==> src/include/flowMux_cfg.svh <==
// ----------------------------------------------------------------------
// Flow mux configuration
// Sizes shared by the stream-merge subsystem and its testbench
// ----------------------------------------------------------------------

`ifndef FLOWMUX_CFG_SVH
`define FLOWMUX_CFG_SVH

// Number of producer flows merged onto the single consumer port
`define FLOW_NUM_FLOWS 4

// Data bits carried by one item
`define FLOW_WIDTH 8

// Entries buffered per producer flow
`define FLOW_FIFO_DEPTH 4

`endif
==> src/design/flowMuxPkg.sv <==
// ----------------------------------------------------------------------
// Flow mux package
// Types shared by the flow FIFOs, the selector, the mux and the pop stage
// ----------------------------------------------------------------------

`include "flowMux_cfg.svh"

package flowMuxPkg;

  // Index of one producer flow
  typedef logic [$clog2(`FLOW_NUM_FLOWS)-1:0] flowIdxT;

  // One data item on any flow
  typedef logic [`FLOW_WIDTH-1:0] flowDataT;

  // ----------------------------------------------------------------------
  // Select mode opcodes
  // ----------------------------------------------------------------------
  // Round robin rotates over the flows with a valid head
  // Fixed takes the flow index from outside
  typedef enum logic
  {
    SEL_ROUND_ROBIN = 1'b0,
    SEL_FIXED       = 1'b1
  } selModeT;

endpackage : flowMuxPkg

==> src/design/flowFifo.sv <==
// ----------------------------------------------------------------------
// Flow FIFO
// Ready-valid buffer for one producer flow with a registered head
// One push and one pop per cycle, push stalls only when full
// ----------------------------------------------------------------------

`timescale 1ns/1ps

module flowFifo #(
  // Must be at least 2
  parameter int Depth = 2
) (
  input  logic                 clk,
  input  logic                 rstN,

  input  logic                 pushValid,
  output logic                 pushReady,
  input  flowMuxPkg::flowDataT pushData,

  output logic                 headValid,
  input  logic                 headReady,
  output flowMuxPkg::flowDataT headData
);

  import flowMuxPkg::*;

  localparam int PtrW = $clog2(Depth);
  localparam int CntW = $clog2(Depth + 1);

  // Storage holds every entry, the head included
  flowDataT        mem [Depth];
  flowDataT        headQ;

  logic [PtrW-1:0] wrPtrQ;
  logic [PtrW-1:0] rdPtrQ;
  logic [PtrW-1:0] wrPtrNext;
  logic [PtrW-1:0] rdPtrNext;
  logic [CntW-1:0] countQ;

  logic            pushFire;
  logic            popFire;

  // ----------------------------------------------------------------------
  // Handshake
  // ----------------------------------------------------------------------
  assign pushReady = (countQ != CntW'(Depth));
  assign headValid = (countQ != '0);
  assign headData  = headQ;

  assign pushFire  = pushValid && pushReady;
  assign popFire   = headValid && headReady;

  // Pointers wrap at Depth, which need not be a power of two
  assign wrPtrNext = (wrPtrQ == PtrW'(Depth - 1)) ? '0 : wrPtrQ + 1'b1;
  assign rdPtrNext = (rdPtrQ == PtrW'(Depth - 1)) ? '0 : rdPtrQ + 1'b1;

  // ----------------------------------------------------------------------
  // Storage and head register
  // ----------------------------------------------------------------------
  always_ff @(posedge clk)
  begin
    if (pushFire)
      mem[wrPtrQ] <= pushData;
  end

  // Head copy of mem[rdPtrQ]
  // Empty, or draining the last entry, takes the incoming item directly
  always_ff @(posedge clk)
  begin
    if (pushFire && ((countQ == '0) || (popFire && (countQ == CntW'(1)))))
      headQ <= pushData;
    else if (popFire && (countQ > CntW'(1)))
      headQ <= mem[rdPtrNext];
  end

  // ----------------------------------------------------------------------
  // Pointers and occupancy
  // ----------------------------------------------------------------------
  always_ff @(posedge clk)
  begin
    if (!rstN)
    begin
      wrPtrQ <= '0;
      rdPtrQ <= '0;
      countQ <= '0;
    end
    else
    begin
      if (pushFire)
        wrPtrQ <= wrPtrNext;
      if (popFire)
        rdPtrQ <= rdPtrNext;
      // Push and pop together leave the count alone
      if (pushFire && !popFire)
        countQ <= countQ + 1'b1;
      else if (popFire && !pushFire)
        countQ <= countQ - 1'b1;
    end
  end

endmodule : flowFifo

==> src/design/flowMuxSelect.sv <==
// ----------------------------------------------------------------------
// Flow mux with explicit select
// Steers valid and data of the selected flow forward
// and returns ready to that flow only, no clock and no state
// ----------------------------------------------------------------------

`timescale 1ns/1ps

`include "flowMux_cfg.svh"

module flowMuxSelect (
  input  flowMuxPkg::flowIdxT                             sel,

  input  logic                 [`FLOW_NUM_FLOWS-1:0]      headValid,
  input  flowMuxPkg::flowDataT [`FLOW_NUM_FLOWS-1:0]      headData,
  output logic                 [`FLOW_NUM_FLOWS-1:0]      headReady,

  output logic                                            midValid,
  output flowMuxPkg::flowDataT                            midData,
  input  logic                                            midReady
);

  // ----------------------------------------------------------------------
  // Ready back to the chosen flow
  // ----------------------------------------------------------------------
  // Unselected flows always see ready low and stay stalled
  always_comb
  begin
    headReady      = '0;
    headReady[sel] = midReady;
  end

  // ----------------------------------------------------------------------
  // Valid and data forward
  // ----------------------------------------------------------------------
  // Stable as long as sel is held under back-pressure
  assign midValid = headValid[sel];
  assign midData  = headData[sel];

endmodule : flowMuxSelect

==> src/design/flowMuxTop.sv <==
// ----------------------------------------------------------------------
// Flow mux top
// Merges the producer flows through per-flow FIFOs, a selector,
// the select mux and a registered pop stage onto one consumer port
// ----------------------------------------------------------------------

`timescale 1ns/1ps

`include "flowMux_cfg.svh"

module flowMuxTop (
  input  logic                                        clk,
  input  logic                                        rstN,

  // Select control
  input  flowMuxPkg::selModeT                         mode,
  input  flowMuxPkg::flowIdxT                         fixedSel,

  // Producer side, one lane per flow
  input  logic                 [`FLOW_NUM_FLOWS-1:0]  pushValid,
  output logic                 [`FLOW_NUM_FLOWS-1:0]  pushReady,
  input  flowMuxPkg::flowDataT [`FLOW_NUM_FLOWS-1:0]  pushData,

  // Consumer side
  output logic                                        popValid,
  input  logic                                        popReady,
  output flowMuxPkg::flowDataT                        popData
);

  import flowMuxPkg::*;

  // FIFO heads toward the mux
  logic     [`FLOW_NUM_FLOWS-1:0] headValid;
  logic     [`FLOW_NUM_FLOWS-1:0] headReady;
  flowDataT [`FLOW_NUM_FLOWS-1:0] headData;

  // Mux output toward the pop stage
  flowIdxT  sel;
  logic     midValid;
  logic     midReady;
  flowDataT midData;

  // ----------------------------------------------------------------------
  // Per-flow FIFOs
  // ----------------------------------------------------------------------
  for (genvar i = 0; i < `FLOW_NUM_FLOWS; i++)
  begin : genFifo
    flowFifo #(
      .Depth(`FLOW_FIFO_DEPTH)
    ) fifo (
      .clk      (clk),
      .rstN     (rstN),
      .pushValid(pushValid[i]),
      .pushReady(pushReady[i]),
      .pushData (pushData[i]),
      .headValid(headValid[i]),
      .headReady(headReady[i]),
      .headData (headData[i])
    );
  end

  // ----------------------------------------------------------------------
  // Selector, mux and pop stage
  // ----------------------------------------------------------------------
  flowSelect select0 (
    .clk      (clk),
    .rstN     (rstN),
    .mode     (mode),
    .fixedSel (fixedSel),
    .headValid(headValid),
    .midValid (midValid),
    .midReady (midReady),
    .sel      (sel)
  );

  flowMuxSelect mux0 (
    .sel      (sel),
    .headValid(headValid),
    .headData (headData),
    .headReady(headReady),
    .midValid (midValid),
    .midData  (midData),
    .midReady (midReady)
  );

  flowPopReg pop0 (
    .clk     (clk),
    .rstN    (rstN),
    .midValid(midValid),
    .midReady(midReady),
    .midData (midData),
    .popValid(popValid),
    .popReady(popReady),
    .popData (popData)
  );

endmodule : flowMuxTop

==> src/design/flowPopReg.sv <==
// ----------------------------------------------------------------------
// Flow pop register
// One-entry pipeline stage in front of the consumer
// Full throughput, cuts the path from the FIFO heads to the pop port
// ----------------------------------------------------------------------

`timescale 1ns/1ps

module flowPopReg (
  input  logic                 clk,
  input  logic                 rstN,

  input  logic                 midValid,
  output logic                 midReady,
  input  flowMuxPkg::flowDataT midData,

  output logic                 popValid,
  input  logic                 popReady,
  output flowMuxPkg::flowDataT popData
);

  import flowMuxPkg::*;

  logic     validQ;
  flowDataT dataQ;

  // Room when empty or when the held item leaves this cycle
  assign midReady = !validQ || popReady;

  assign popValid = validQ;
  assign popData  = dataQ;

  // ----------------------------------------------------------------------
  // Valid flag
  // ----------------------------------------------------------------------
  // Held while the consumer stalls a full register
  always_ff @(posedge clk)
  begin
    if (!rstN)
      validQ <= 1'b0;
    else if (midReady)
      validQ <= midValid;
  end

  // ----------------------------------------------------------------------
  // Data
  // ----------------------------------------------------------------------
  // Loaded only on a real transfer, so popData is stable under stall
  always_ff @(posedge clk)
  begin
    if (midValid && midReady)
      dataQ <= midData;
  end

endmodule : flowPopReg

==> src/design/flowSelect.sv <==
// ----------------------------------------------------------------------
// Flow selector
// Picks the flow routed by the mux, round robin or fixed
// Holds its choice while the selected flow waits on the pop side
// ----------------------------------------------------------------------

`timescale 1ns/1ps

`include "flowMux_cfg.svh"

module flowSelect (
  input  logic                        clk,
  input  logic                        rstN,

  input  flowMuxPkg::selModeT         mode,
  input  flowMuxPkg::flowIdxT         fixedSel,

  input  logic [`FLOW_NUM_FLOWS-1:0]  headValid,
  input  logic                        midValid,
  input  logic                        midReady,

  output flowMuxPkg::flowIdxT         sel
);

  import flowMuxPkg::*;

  flowIdxT selQ;
  flowIdxT nextRr;
  flowIdxT cand;
  logic    found;
  logic    locked;

  // Valid offered and not yet taken, so the choice must not move
  assign locked = midValid && !midReady;

  assign sel = selQ;

  // ----------------------------------------------------------------------
  // Round-robin search
  // ----------------------------------------------------------------------
  // Scan the flows after the current one in wrap-around order
  // The current flow itself is skipped, so a busy flow yields its turn
  // Nothing valid elsewhere keeps the current index
  always_comb
  begin
    nextRr = selQ;
    found  = 1'b0;
    cand   = selQ;
    for (int off = 1; off < `FLOW_NUM_FLOWS; off++)
    begin
      cand = flowIdxT'((int'(selQ) + off) % `FLOW_NUM_FLOWS);
      if (!found && headValid[cand])
      begin
        nextRr = cand;
        found  = 1'b1;
      end
    end
  end

  // ----------------------------------------------------------------------
  // Select register
  // ----------------------------------------------------------------------
  // Unlocked means either a transfer this cycle or an idle selected head
  always_ff @(posedge clk)
  begin
    if (!rstN)
      selQ <= '0;
    else if (!locked)
    begin
      case (mode)
        SEL_FIXED:
          selQ <= fixedSel;
        SEL_ROUND_ROBIN:
          selQ <= nextRr;
        default:
          selQ <= selQ;
      endcase
    end
  end

endmodule : flowSelect

==> config.mk <==
export PLATFORM = sky130hd
export DESIGN_NAME = flowMuxTop
export DESIGN_NICKNAME = d
export VERILOG_FILES = /design/src/design/flowMuxPkg.sv /design/src/design/flowFifo.sv /design/src/design/flowMuxSelect.sv /design/src/design/flowMuxTop.sv /design/src/design/flowPopReg.sv /design/src/design/flowSelect.sv
export VERILOG_INCLUDE_DIRS = /design/src /design/src/include
export SDC_FILE = /design/constraint.sdc
export NUM_CORES = 1
export LEC_CHECK = 0
export BUFFER_PORTS_ARGS = -buffer_cell sky130_fd_sc_hd__buf_2
export CORE_UTILIZATION = 45
export DETAILED_ROUTE_END_ITERATION = 7
export SLEW_MARGIN = 20
export SYNTH_ARGS = -nofsm -noshare
export SYNTH_HDL_FRONTEND = slang
export SYNTH_SLANG_ARGS = --single-unit
==> constraint.sdc <==
create_clock -name clk -period 6.15 [get_ports clk]
set_input_delay 0 -clock clk [delete_from_list [all_inputs] [get_ports clk]]
set_output_delay 0 -clock clk [all_outputs]
set_load 0.05 [all_outputs]
Word-level counts from Yosys, hierarchy flattened
Memory sizes are Yosys's and may differ from the RTL's. Index checks and enable logic that the tools add are counted.

Bits in latches: 0. Logic and storage cells: 188. Memory bits (writable): 128. Input bits: 42. Memories: 4. ROM bits: 0. Output and inout bits: 13. Register bits: 71.

Bitwise operators: 3. Shift-type cells: 0. Add/sub/neg operators: 19. Equal/unequal tests: 17. $mul: 0. Div/mod/pow operators: 0. Mux-type cells: 50. $lt $le $gt $ge: 9. Reductions and logical operators: 67.

Memory list: genFifo[0].fifo.mem (depth 4, width 8, read ports 1, clocked after Yosys merged registers in 0, wr ports 1, line flowFifo.sv:31) `flowDataT mem [Depth];`; genFifo[1].fifo.mem (depth 4, width 8, read ports 1, clocked after Yosys merged registers in 0, wr ports 1, line flowFifo.sv:31); genFifo[2].fifo.mem (depth 4, width 8, read ports 1, clocked after Yosys merged registers in 0, wr ports 1, line flowFifo.sv:31); genFifo[3].fifo.mem (depth 4, width 8, read ports 1, clocked after Yosys merged registers in 0, wr ports 1, line flowFifo.sv:31).

Operators with widths (number): two-way mux 8 bit (9); logical AND 1 bit (33); two-way mux 3 bit (8); two-way mux 2 bit (11); adder 2 x 1 -> 2 bit (second input constant) (9); binary-select mux 8 bit (select 2 bit) (1); equality test 2 bit (second input constant) (8); nonzero test 2 bit (8); two-way mux 1 bit (15); adder 3 x 1 -> 3 bit (second input constant) (4); equality test 3 x 1 -> 1 bit (second input constant) (4); > comparator 3 x 1 -> 1 bit (second input constant) (4); zero test 1 bit (12); zero test 3 bit (4); < comparator 2 x 3 -> 1 bit (second input constant) (4); inequality test 3 bit (second input constant) (4); nonzero test 3 bit (4); subtractor 3 x 1 -> 3 bit (second input constant) (4); binary-select mux 1 bit (select 2 bit) (4); logical OR 1 bit (5); adder 2 bit (second input constant) (2); bitwise AND 4 bit (1); inequality test 4 x 1 -> 1 bit (second input constant) (1); case mux 2 bit (2 select lines) (1); 4 further kinds (5).

Logic depth before layout (Yosys ltp)
Gate-level depths: netlist (run 1).

Word-level depth: 11. Gate-level depth with buffers: 9. Gate-level depth less buffers: 8.

Modules after synthesis
From an unflattened synthesis (run 1), not the netlist that was laid out.

Cells, all modules: 584. Area total of the unflattened synthesis: 9233.9 um2.

Modules (own cells, without submodules): flowFifo at genFifo[0].fifo (area an instance 2100.8 um2, sequential area each 1341.3 um2, instances 1, cells an instance 137); flowFifo at genFifo[3].fifo (area an instance 2094.5 um2, sequential area each 1341.3 um2, instances 1, cells an instance 135); flowFifo at genFifo[2].fifo (area an instance 2031.9 um2, sequential area each 1341.3 um2, instances 1, cells an instance 119); flowFifo at genFifo[1].fifo (area an instance 2020.7 um2, sequential area each 1341.3 um2, instances 1, cells an instance 114); flowSelect (area an instance 422.9 um2, sequential area each 40.0 um2, instances 1, cells an instance 51); flowPopReg (area an instance 297.8 um2, sequential area each 260.2 um2, instances 1, cells an instance 13); flowMuxSelect (area an instance 265.3 um2, sequential area each 0.0 um2, instances 1, cells an instance 15).

Least setup slack after synthesis (run 1)
Ideal clock, no wire load.

Path kind: reg2reg. From: reg genFifo[1].fifo.countQ[0]. To: reg pop0.dataQ[0] (netlist: pop0.popData[0]), enable pin. Cell stages (with the launch flop): 6. Data required time: 5777 ps. Arrival: 1768 ps. Period minus slack after synthesis: 2141 ps. Path buffers: 0. Setup slack: 4009 ps. Setup time: 373 ps. Cells stage by stage: dfxtp_1 inv_1 ha_1 nor2b_2 mux4_2 nor2b_1.

Cells in the longest elaborated chain, start to end: 4.

Ends and longest elaborated chain: start: declaration (line flowFifo.sv:38) `logic [CntW-1:0] countQ;`; start signal: assignment (line flowFifo.sv:95) `countQ <= countQ + 1'b1;`; start signal: assignment (line flowFifo.sv:97) `countQ <= countQ - 1'b1;`; nonzero test 3 bit (line flowFifo.sv:47) `assign headValid = (countQ != '0);`; binary-select mux 1 bit (select 2 bit) (line flowMuxSelect.sv:37) `assign midValid = headValid[sel];`; two-way mux 1 bit (implied by the code) (line flowMuxSelect.sv:37); logical AND 1 bit (line flowPopReg.sv:51) `if (midValid && midReady)`; end signal: assignment (line flowPopReg.sv:52) `dataQ <= midData;`; end: declaration (line flowPopReg.sv:25) `flowDataT dataQ;`.

Every way passes these cells. The select of a mux whose other input is x is not followed. A chain may end at the register's enable or synchronous reset.

Worst setup path in the final report (run 1)
From: reg select0.selQ[0] (netlist: select0.sel[0]). To: reg select0.selQ[0] (netlist: select0.sel[0]).

Cells in the longest elaborated chain, start to end: 11. Elaborated cells between the ends (all ways): 25. Classes of those cells: add/sub (3); eq/ne (1); mux (14); bitwise (1); reduce/logical (6).

Ends and longest elaborated chain: start: declaration (line flowSelect.sv:27) `flowIdxT selQ;`; start signal: assignment (line flowSelect.sv:72) `selQ <= fixedSel;`; start signal: assignment (line flowSelect.sv:74) `selQ <= nextRr;`; start signal: assignment (line flowSelect.sv:76) `selQ <= selQ;`; adder 2 x 1 -> 2 bit (line flowSelect.sv:51) `` cand = flowIdxT'((int'(selQ) + off) % `FLOW_NUM_FLOWS); ``; binary-select mux 1 bit (select 2 bit) (line flowSelect.sv:52) `if (!found && headValid[cand])`; two-way mux 1 bit (implied by the code) (line flowSelect.sv:52); two-way mux 1 bit (line flowSelect.sv:52); zero test 1 bit (line flowSelect.sv:52); logical AND 1 bit (line flowSelect.sv:52); two-way mux 1 bit (line flowSelect.sv:52); zero test 1 bit (line flowSelect.sv:52); logical AND 1 bit (line flowSelect.sv:52); inequality test 4 x 1 -> 1 bit (no line) or two-way mux 2 bit (tied branches); AND reduction 2 bit (no line) or case mux 2 bit (2 select lines) (tied branches).

Parallel ways exist; a longest one is shown, timed or not. The select of a mux whose other input is x is not followed.

==> results of run 1 <==
[per-stage QoR]
step	std cells	hold slack (ns)	utilization [%]	setup slack, ns	area, um^2
2_1_floorplan	533	0.0989	-	4.01	8870
3_3_place_gp	828	0.225	49.3	3.53	9370
3_5_place_dp	828	0.234	49.3	3.40	9370
4_1_cts	895	0.0826	54.0	3.22	10300
5_1_grt	895	0.124	54.0	2.95	10300
6_report	895	0.101	54.0	3.24	10300
[routing by layer]
| layer | track usage (%) | routed length, um |
|---|---|---|
| met5 | 0 | 0 |
| met2 | 28.5 | 8070 |
| met3 | 3.23 | 626 |
| met4 | 5.94 | 175 |
| met1 | 23.6 | 7770 |
[state kept, by name, indices dropped and copies added, names as in the netlist]
name,count
genFifo.fifo.headData,32
genFifo.fifo.rdPtrQ,8
genFifo.fifo.mem,128
pop0.popValid,1
select0.sel,2
pop0.popData,8
genFifo.fifo.countQ,12
genFifo.fifo.wrPtrQ,8
[placed cells by master (no fill, tap or decap), types with 4 or more instances in the layout]
cell type	synthesis	routed
dfxtp_1	31	31
xor2_1	4	4
and3_1	16	16
nor2b_1	18	18
nor2_2	5	5
mux2_2	32	32
ha_1	44	44
nor3_1	5	5
or3_1	4	4
xnor2_1	4	4
clkbuf_16	0	17
a21oi_1	15	15
inv_6	0	5
buf_2	1	54
a31oi_1	4	4
o21bai_1	4	4
edfxtp_1	168	168
a21boi_0	5	5
mux2i_1	9	9
nor2_1	19	19
mux4_2	43	43
and2_1	12	12
dlygate4sd3_1	0	35
nand2b_1	4	4
nand3_1	4	4
nand2_1	10	10
o21ai_0	10	10
inv_1	19	19
[worst paths after layout]
check / startpoint / cells after the start / slack (ns) / endpoint
max reg2reg: select0.sel[0] / 8 / 3.24 / select0.sel[0]
min reg2reg: genFifo[3].fifo.rdPtrQ[1] / 2 / 0.53 / genFifo[3].fifo.rdPtrQ[1]
max: select0.sel[0] / 8 / 3.24 / select0.sel[0]
min: fixedSel[1] / 4 / 0.10 / select0.sel[1]
[kinds of logic after synthesis]
group | Yosys count | synth area share (%)
flops | 199 | 63.8
simple gates | 109 | 7.54
mux | 84 | 16.0
compound gates | 49 | 3.47
fa+ha+maj | 45 | 6.33
buf+inv | 39 | 2.03
xor+xnor | 8 | 0.790
[worst register-to-register path: stages, from the launching register on]
cell           delay [ns]
dfxtp_1              0.93
inv_4                0.13
ha_1                 0.40
inv_1                0.11
mux4_2               0.32
nor3_2               0.18
a2111oi_0            0.07
dlygate4sd3_1        0.60
o22ai_1              0.11
[power by group through the flow]
stage / Combinational, uW / Clock [uW] / Sequential (uW)
after floorplan: 1080 / 0 / 2030
after global placement: 1430 / 0 / 2030
after detailed placement: 1470 / 0 / 2030
after CTS: 1500 / 1070 / 2010
after global routing: 1630 / 1130 / 2030
final: 1480 / 1060 / 2010
[layout make-up]
cell class / instances / area, um^2 / share of cell area, %
clock inverter: 14 / 123 / 1.19
sequential: 199 / 5670 / 55.2
timing repair buffer: 89 / 621 / 6.04
multi-input combinational: 295 / 3030 / 29.5
tap: 260 / 325 / 3.17
inverter: 20 / 77.6 / 0.755
clock buffer: 18 / 429 / 4.18
==> impl_summary.md, run 1 <==
Synthesis
Summing the sequential cell areas from Yosys gives 63.8% of the chip area. The synthesized net count is roughly 620. The synthesized design contains 199 register bits. After synthesis, the largest area contributor takes up 56.9% of total cell area. Counting instances in the post-synthesis netlist gives the leading cell types as 168 x edfxtp_1, 44 x ha_1, 43 x mux4_2, 32 x mux2_2, 31 x dfxtp_1. After synthesis, the cell types taking the most area are edfxtp_1 57%, mux4_2 11%, dfxtp_1 7.0%. After synthesis, the mean cell area works out to 16.6 um^2. The most frequent cell after synthesis is edfxtp_1. The synthesis warning total is 0. The number of enable flip-flop cells after synthesis is between 150 and 200. The mapped cell area is 8870 um^2. Of all flip-flops after synthesis, the portion carrying an async set or reset was 0%.

Synthesis produced a netlist whose cell count is 533. The synthesized design spends more area on one cell type than any other, namely edfxtp_1. Among all flip-flop cells after synthesis, the most frequent one is edfxtp_1. The count of cell types in the netlist is 47.

Final layout
0 antenna diodes ended up in the layout. The relative area change from synthesis to final layout is 15.7%. The final-stage net count is 708. The share of cells above drive strength 1 is 27.6%.

The filler cells instantiated in the layout total 1563.

Pwr
Net switching is 33.0% of the power. The cell leakage power is 0.00367 uW. Summed over all nets, the switching power comes to about 1500 uW.

The power density of the placed cells is 443 nW/um^2. The internal power of the cells totals about 3000 uW. Combinational cells account for 32.6% of the total power. The worst-case IR drop observed on VDD is 0.225 mV. The sequential cell fraction of total power is roughly 44%. The completed layout was analyzed and its total power is 4550 uW.

The clock group share of total power is 23.2%.

Critical path
The data required time at the worst endpoint is 6.51 ns. The standard cell with the maximum stage delay on the critical path is dfxtp_1. The critical path goes through inv_4, ha_1, inv_1, mux4_2, nor3_2, a2111oi_0, dlygate4sd3_1, o22ai_1.

The capturing element type of the critical path is a flop. The setup path with the least slack is of type reg2reg. STA puts the critical path data arrival time at approximately 3.3 ns.

The highest fanout seen on the critical path is 19. In this design, the stage delay of the slowest critical-path cell is 0.93 ns. STA classifies the critical path startpoint as a flop. Counting both buffers and inverters, the worst setup path holds a total of 3. The kind of cell with the highest combined delay on the critical path is flip-flops.

Clock tree
The count of instances resized after the clock tree is built is 0. TritonCTS built the clock tree. The maximum count of clock buffers along a single path is 2.

After clock tree synthesis, the clock-pin slew on the worst setup and hold paths is 0.07 ns. The clock network latency to the later pin of the worst-skew pair is 0.43 ns. The total clock sinks is 199. The number of levels the H-tree was split into is 4.

TritonCTS created 17 clock buffers. After clock tree synthesis, the flow added hold-fix buffers numbering 35. In this run the post-CTS setup repair buffer count came out at 0. The root buffer cell chosen for the clock tree is clkbuf_16.

Die
The number of primary I/O pins is 55. The die is 142 um wide. The cell row count is 50.

The area of the core is between 15000 and 20000 um^2. The die is 142 um tall. The die footprint is 20300 um^2.

The initial utilization of the core area, before any placement, comes to 46.7%.

STA
The normalized max-slew margin is 38.6%. Derived from the worst setup path, the maximum achievable clock frequency is approximately 0.34 GHz. The number of max-slew violations in the final report is 0. Setup violations remaining at the end of the flow were counted as 0. The post-route setup TNS is 0 ns. The final clock period utilization by the worst path is a little under half. Setup repair after global routing left no endpoint under its margin. After layout, the minimum clock period comes to 2.91 ns. The number of hold violations in the final report was 0.

Across the routed clock network, the largest skew measured is 0.0100 ns. For the pin with the worst max-slew slack, the measured transition is 0.920 ns.

Global route
The pin count of the biggest net entering global routing is 34. The global routing usage summed across all routing layers is roughly 17%. The aggregate global routing overflow is 0. The first global-routing pass estimated approximately 26000 um of wire.

The initial antenna violation count was 0. The via count of the first global-routing pass came to 4762.

Drt
The remaining antenna violation count is 0. The routed layout has between 4000 and 5000 vias. The final wirelength is ~17000 um. In this run, the number of DRC markers left after iteration 0 of detailed routing was 372. After detailed routing, the average wire length per cell comes to roughly 19 um. The count of TritonRoute iterations in the first routing pass is 5. After detailed routing, the number of remaining DRC violations is 0. The via density per instance is 5.26.

Outcome
The flow ran to the end, and the final reports show no timing, DRC or antenna violations.

Placement
The HPWL reported at the end of detailed placement is approximately 12000 um. The number of port buffers is 54. Routability-driven placement finished with a final weighted congestion of between 0.7 and 0.8.

Run
The number of maximum-capacitance constraint violations is 0.

Min path
The path class of the tightest hold or removal check is in2reg.
Power figures use the tool's default switching activity.
==> inputs of run 2 (changes only) <==
Clock period 6.15 ns to 2.34 ns, I/O delays scaled along.
==> run 2 against run 1 <==
Effect of this change: clock power rose to 2.8 times the previous value; count of clock-buffer cells in the layout shrank 1; global-route usage up 0.46 points; largest power group unchanged; highest routed layer unchanged.
==> impl_summary.md, run 2 (synthesized netlist as in run 1, its figures left out) <==
Placement
Input and output buffers added on the ports amount to 54. The congestion estimate from routability-driven global placement came to 0.806. The HPWL reported at the end of detailed placement is ~12000 um. The post-detailed-placement cell area is 9460 um^2.

Before CTS, the worst setup slack after placement is 0.115 ns.

Final layout
Counting flops per register, the top entry is genFifo.fifo.mem. The repair_antennas step left the layout with diodes totalling 0. The register with the most flip-flops in the layout has 128 of them.

Of the cells placed in the final design, the portion with a size suffix greater than 1 is 29.7%. Leaving out fill and tap cells, the most frequent cells in the layout are 168 x edfxtp_1, 54 x buf_2, 43 x mux4_2, 43 x ha_1, 34 x dlygate4sd3_1. The final-stage net count is 719.

Leaving out fill and tap cells, the most frequent cell in the layout is edfxtp_1. The area growth from synthesis to layout is 17.4%. The finished cells cover between 10000 and 15000 um^2. Counting the fill cells in the layout gives roughly 1600. The share of the core filled with cells is 54.8%.

Global route
The initial antenna violation count is 0. The via count of the first global-routing pass is 4998. The global-route wire length before repair is roughly 27000 um. The pin count of the biggest net entering global routing is 34. The global routing usage summed across all routing layers is 17.9%. Global routing finished with a remaining overflow of 0.

Drt
The count of TritonRoute iterations in the first routing pass is 4. For this block, the via count after detailed routing is approximately 4700. The via density per instance is between 5 and 6. For this block, the initial DRC count from the detailed router was between 300 and 400. The routed design has 16700 um of wire. After detailed routing, the average wire length per cell comes to 18.4 um. The remaining antenna violation count is 0. The DRC violation count after routing is 0.

STA
The least setup slack across all paths after layout is 0.140 ns. The final-report setup violation count is 0. Setup repair after global routing left no endpoint under its margin.

The worst hold slack is 0.0709 ns. In the finished design, the share of the clock period the worst path needs comes to 94.0%. The number of hold violations in the final report is 0. The number of max-slew violations in the final report is 0. The normalized max-slew margin is 49.7%. The worst clock skew is 0.0150 ns. The fmax is 0.455 GHz.

In the final timing run, aggregate negative setup slack is 0 ns. The final period demand of the worst path is 2.20 ns. At the pin with the least slew margin, the transition time is 0.752 ns.

Min path
The path class of the lowest-slack min-delay path is in2reg. Along the worst hold path, the cell count comes to 4.

Clock tree
Clock-pin slew was measured on the worst setup and hold paths at 0.07 ns. The number of buffers created by CTS is 17. The clock tree from TritonCTS is done. The total clock sinks is 199.

The root buffer cell chosen for the clock tree is clkbuf_16. The clock reaches the later pin of the worst-skew pair after 0.43 ns. In this run the deepest clock path goes through 2 buffers. The number of levels the H-tree was split into is 4.

Critical path
The depth of the most critical reg-to-reg path is 6. The combined buffer and inverter count along the critical path is 2. Broken down by cell family, the worst path's largest delay share belongs to compound AO/OA/AOI/OAI gates. On the worst path, the slowest cell contributes a delay of 0.61 ns. The category of the critical setup timing path is reg2reg. The worst setup path is launched from a flop. The worst setup path is captured at a flop.

The data required time at the worst endpoint is 2.40 ns. Traced cell by cell, the critical path runs through inv_1, ha_1, nand2b_4, nand3_1, buf_4, o21bai_1. Data arrives at the worst endpoint at 2.26 ns.

Counting buffers and inverters, the worst setup path is 6 cells deep. Along the worst path, the maximum fanout reaches 8. The standard cell with the maximum stage delay on the critical path is o21bai_1.

Die
Measured along the x axis, the die boundary spans 142 um. The die footprint is 20300 um^2. The total area inside the core boundary comes to 19000 um^2. The effective utilization at floorplan is 46.7%. During I/O placement, the number of pins put on the boundary was 55.

The y dimension of the die is 142 um. The floorplan has 50 rows.

Pwr
The power density of the placed cells is 1180 nW/um^2. VDD sags by at most 0.678 mV. In this run the static leakage power is 0.00376 uW.

Run
The number of maximum-capacitance constraint violations is 0.

Outcome
The flow ran to the end, and the final reports show no timing, DRC or antenna violations.
==> run 2: cell count changes in the layout (fill, tap and decap cells not counted), sizes merged <==
cell	change
buf	+12
bufinv	+1
clkbuf	-1
clkinvlp	-2
dlygate4sd3	-1
inv	+2
==> run 2: what timing repair did <==
action	in CTS	in global routing
hold buffers	34	0
buffers inserted	0	0
hold endpoints to repair	161	0
setup endpoints to repair	0	10
gates resized for setup	0	3
==> run 2: area by class of cell <==
class / count / area (um^2) / share of cell area (%)
clock buffer: 17 / 425 / 4.08
clock inverter: 15 / 189 / 1.81
inverter: 20 / 77.6 / 0.745
multi-input combinational: 295 / 3040 / 29.1
sequential: 199 / 5670 / 54.4
tap: 260 / 325 / 3.12
timing repair buffer: 100 / 701 / 6.73
==> run 2: final timing paths <==
check,from,to,slack (ns)
worst max-delay path,genFifo[0].fifo.countQ[0],genFifo[0].fifo.headData[4],0.14
worst min-delay path,fixedSel[1],select0.sel[1],0.07
worst max register to register,genFifo[0].fifo.countQ[0],genFifo[0].fifo.headData[4],0.14
worst min register to register,genFifo[3].fifo.rdPtrQ[1],genFifo[3].fifo.rdPtrQ[1],0.54
==> run 2: worst min-delay path: stages <==
cell       delay (ns)
buf_2            0.10
o21ai_0          0.17
a211oi_1         0.08
o2bb2ai_1        0.11
==> run 2: power breakdown <==
group | internal [uW] | switching [uW] | leakage (uW)
combinational | 1870 | 2270 | 0.00165
clock | 1630 | 1380 | 0.000299
sequential | 4770 | 395 | 0.00181
total | 8260 | 4040 | 0.00376
==> run 2: through the flow <==
step | total power, uW | cells
final | 12300 | 906
after CTS | 12400 | 906
after global routing | 13000 | 906
after global placement | 9260 | 840
after detailed placement | 9360 | 840
after floorplan | 8190 | 533
==> run 2: layer usage <==
layer,vias to the layer above,track usage [%],part of all wire [%]
met4,0,6.45,1.3
li1,2260,-,-
met2,74,29.4,49
met3,13,2.62,3.1
met1,2361,24.3,47
met5,-,0,0
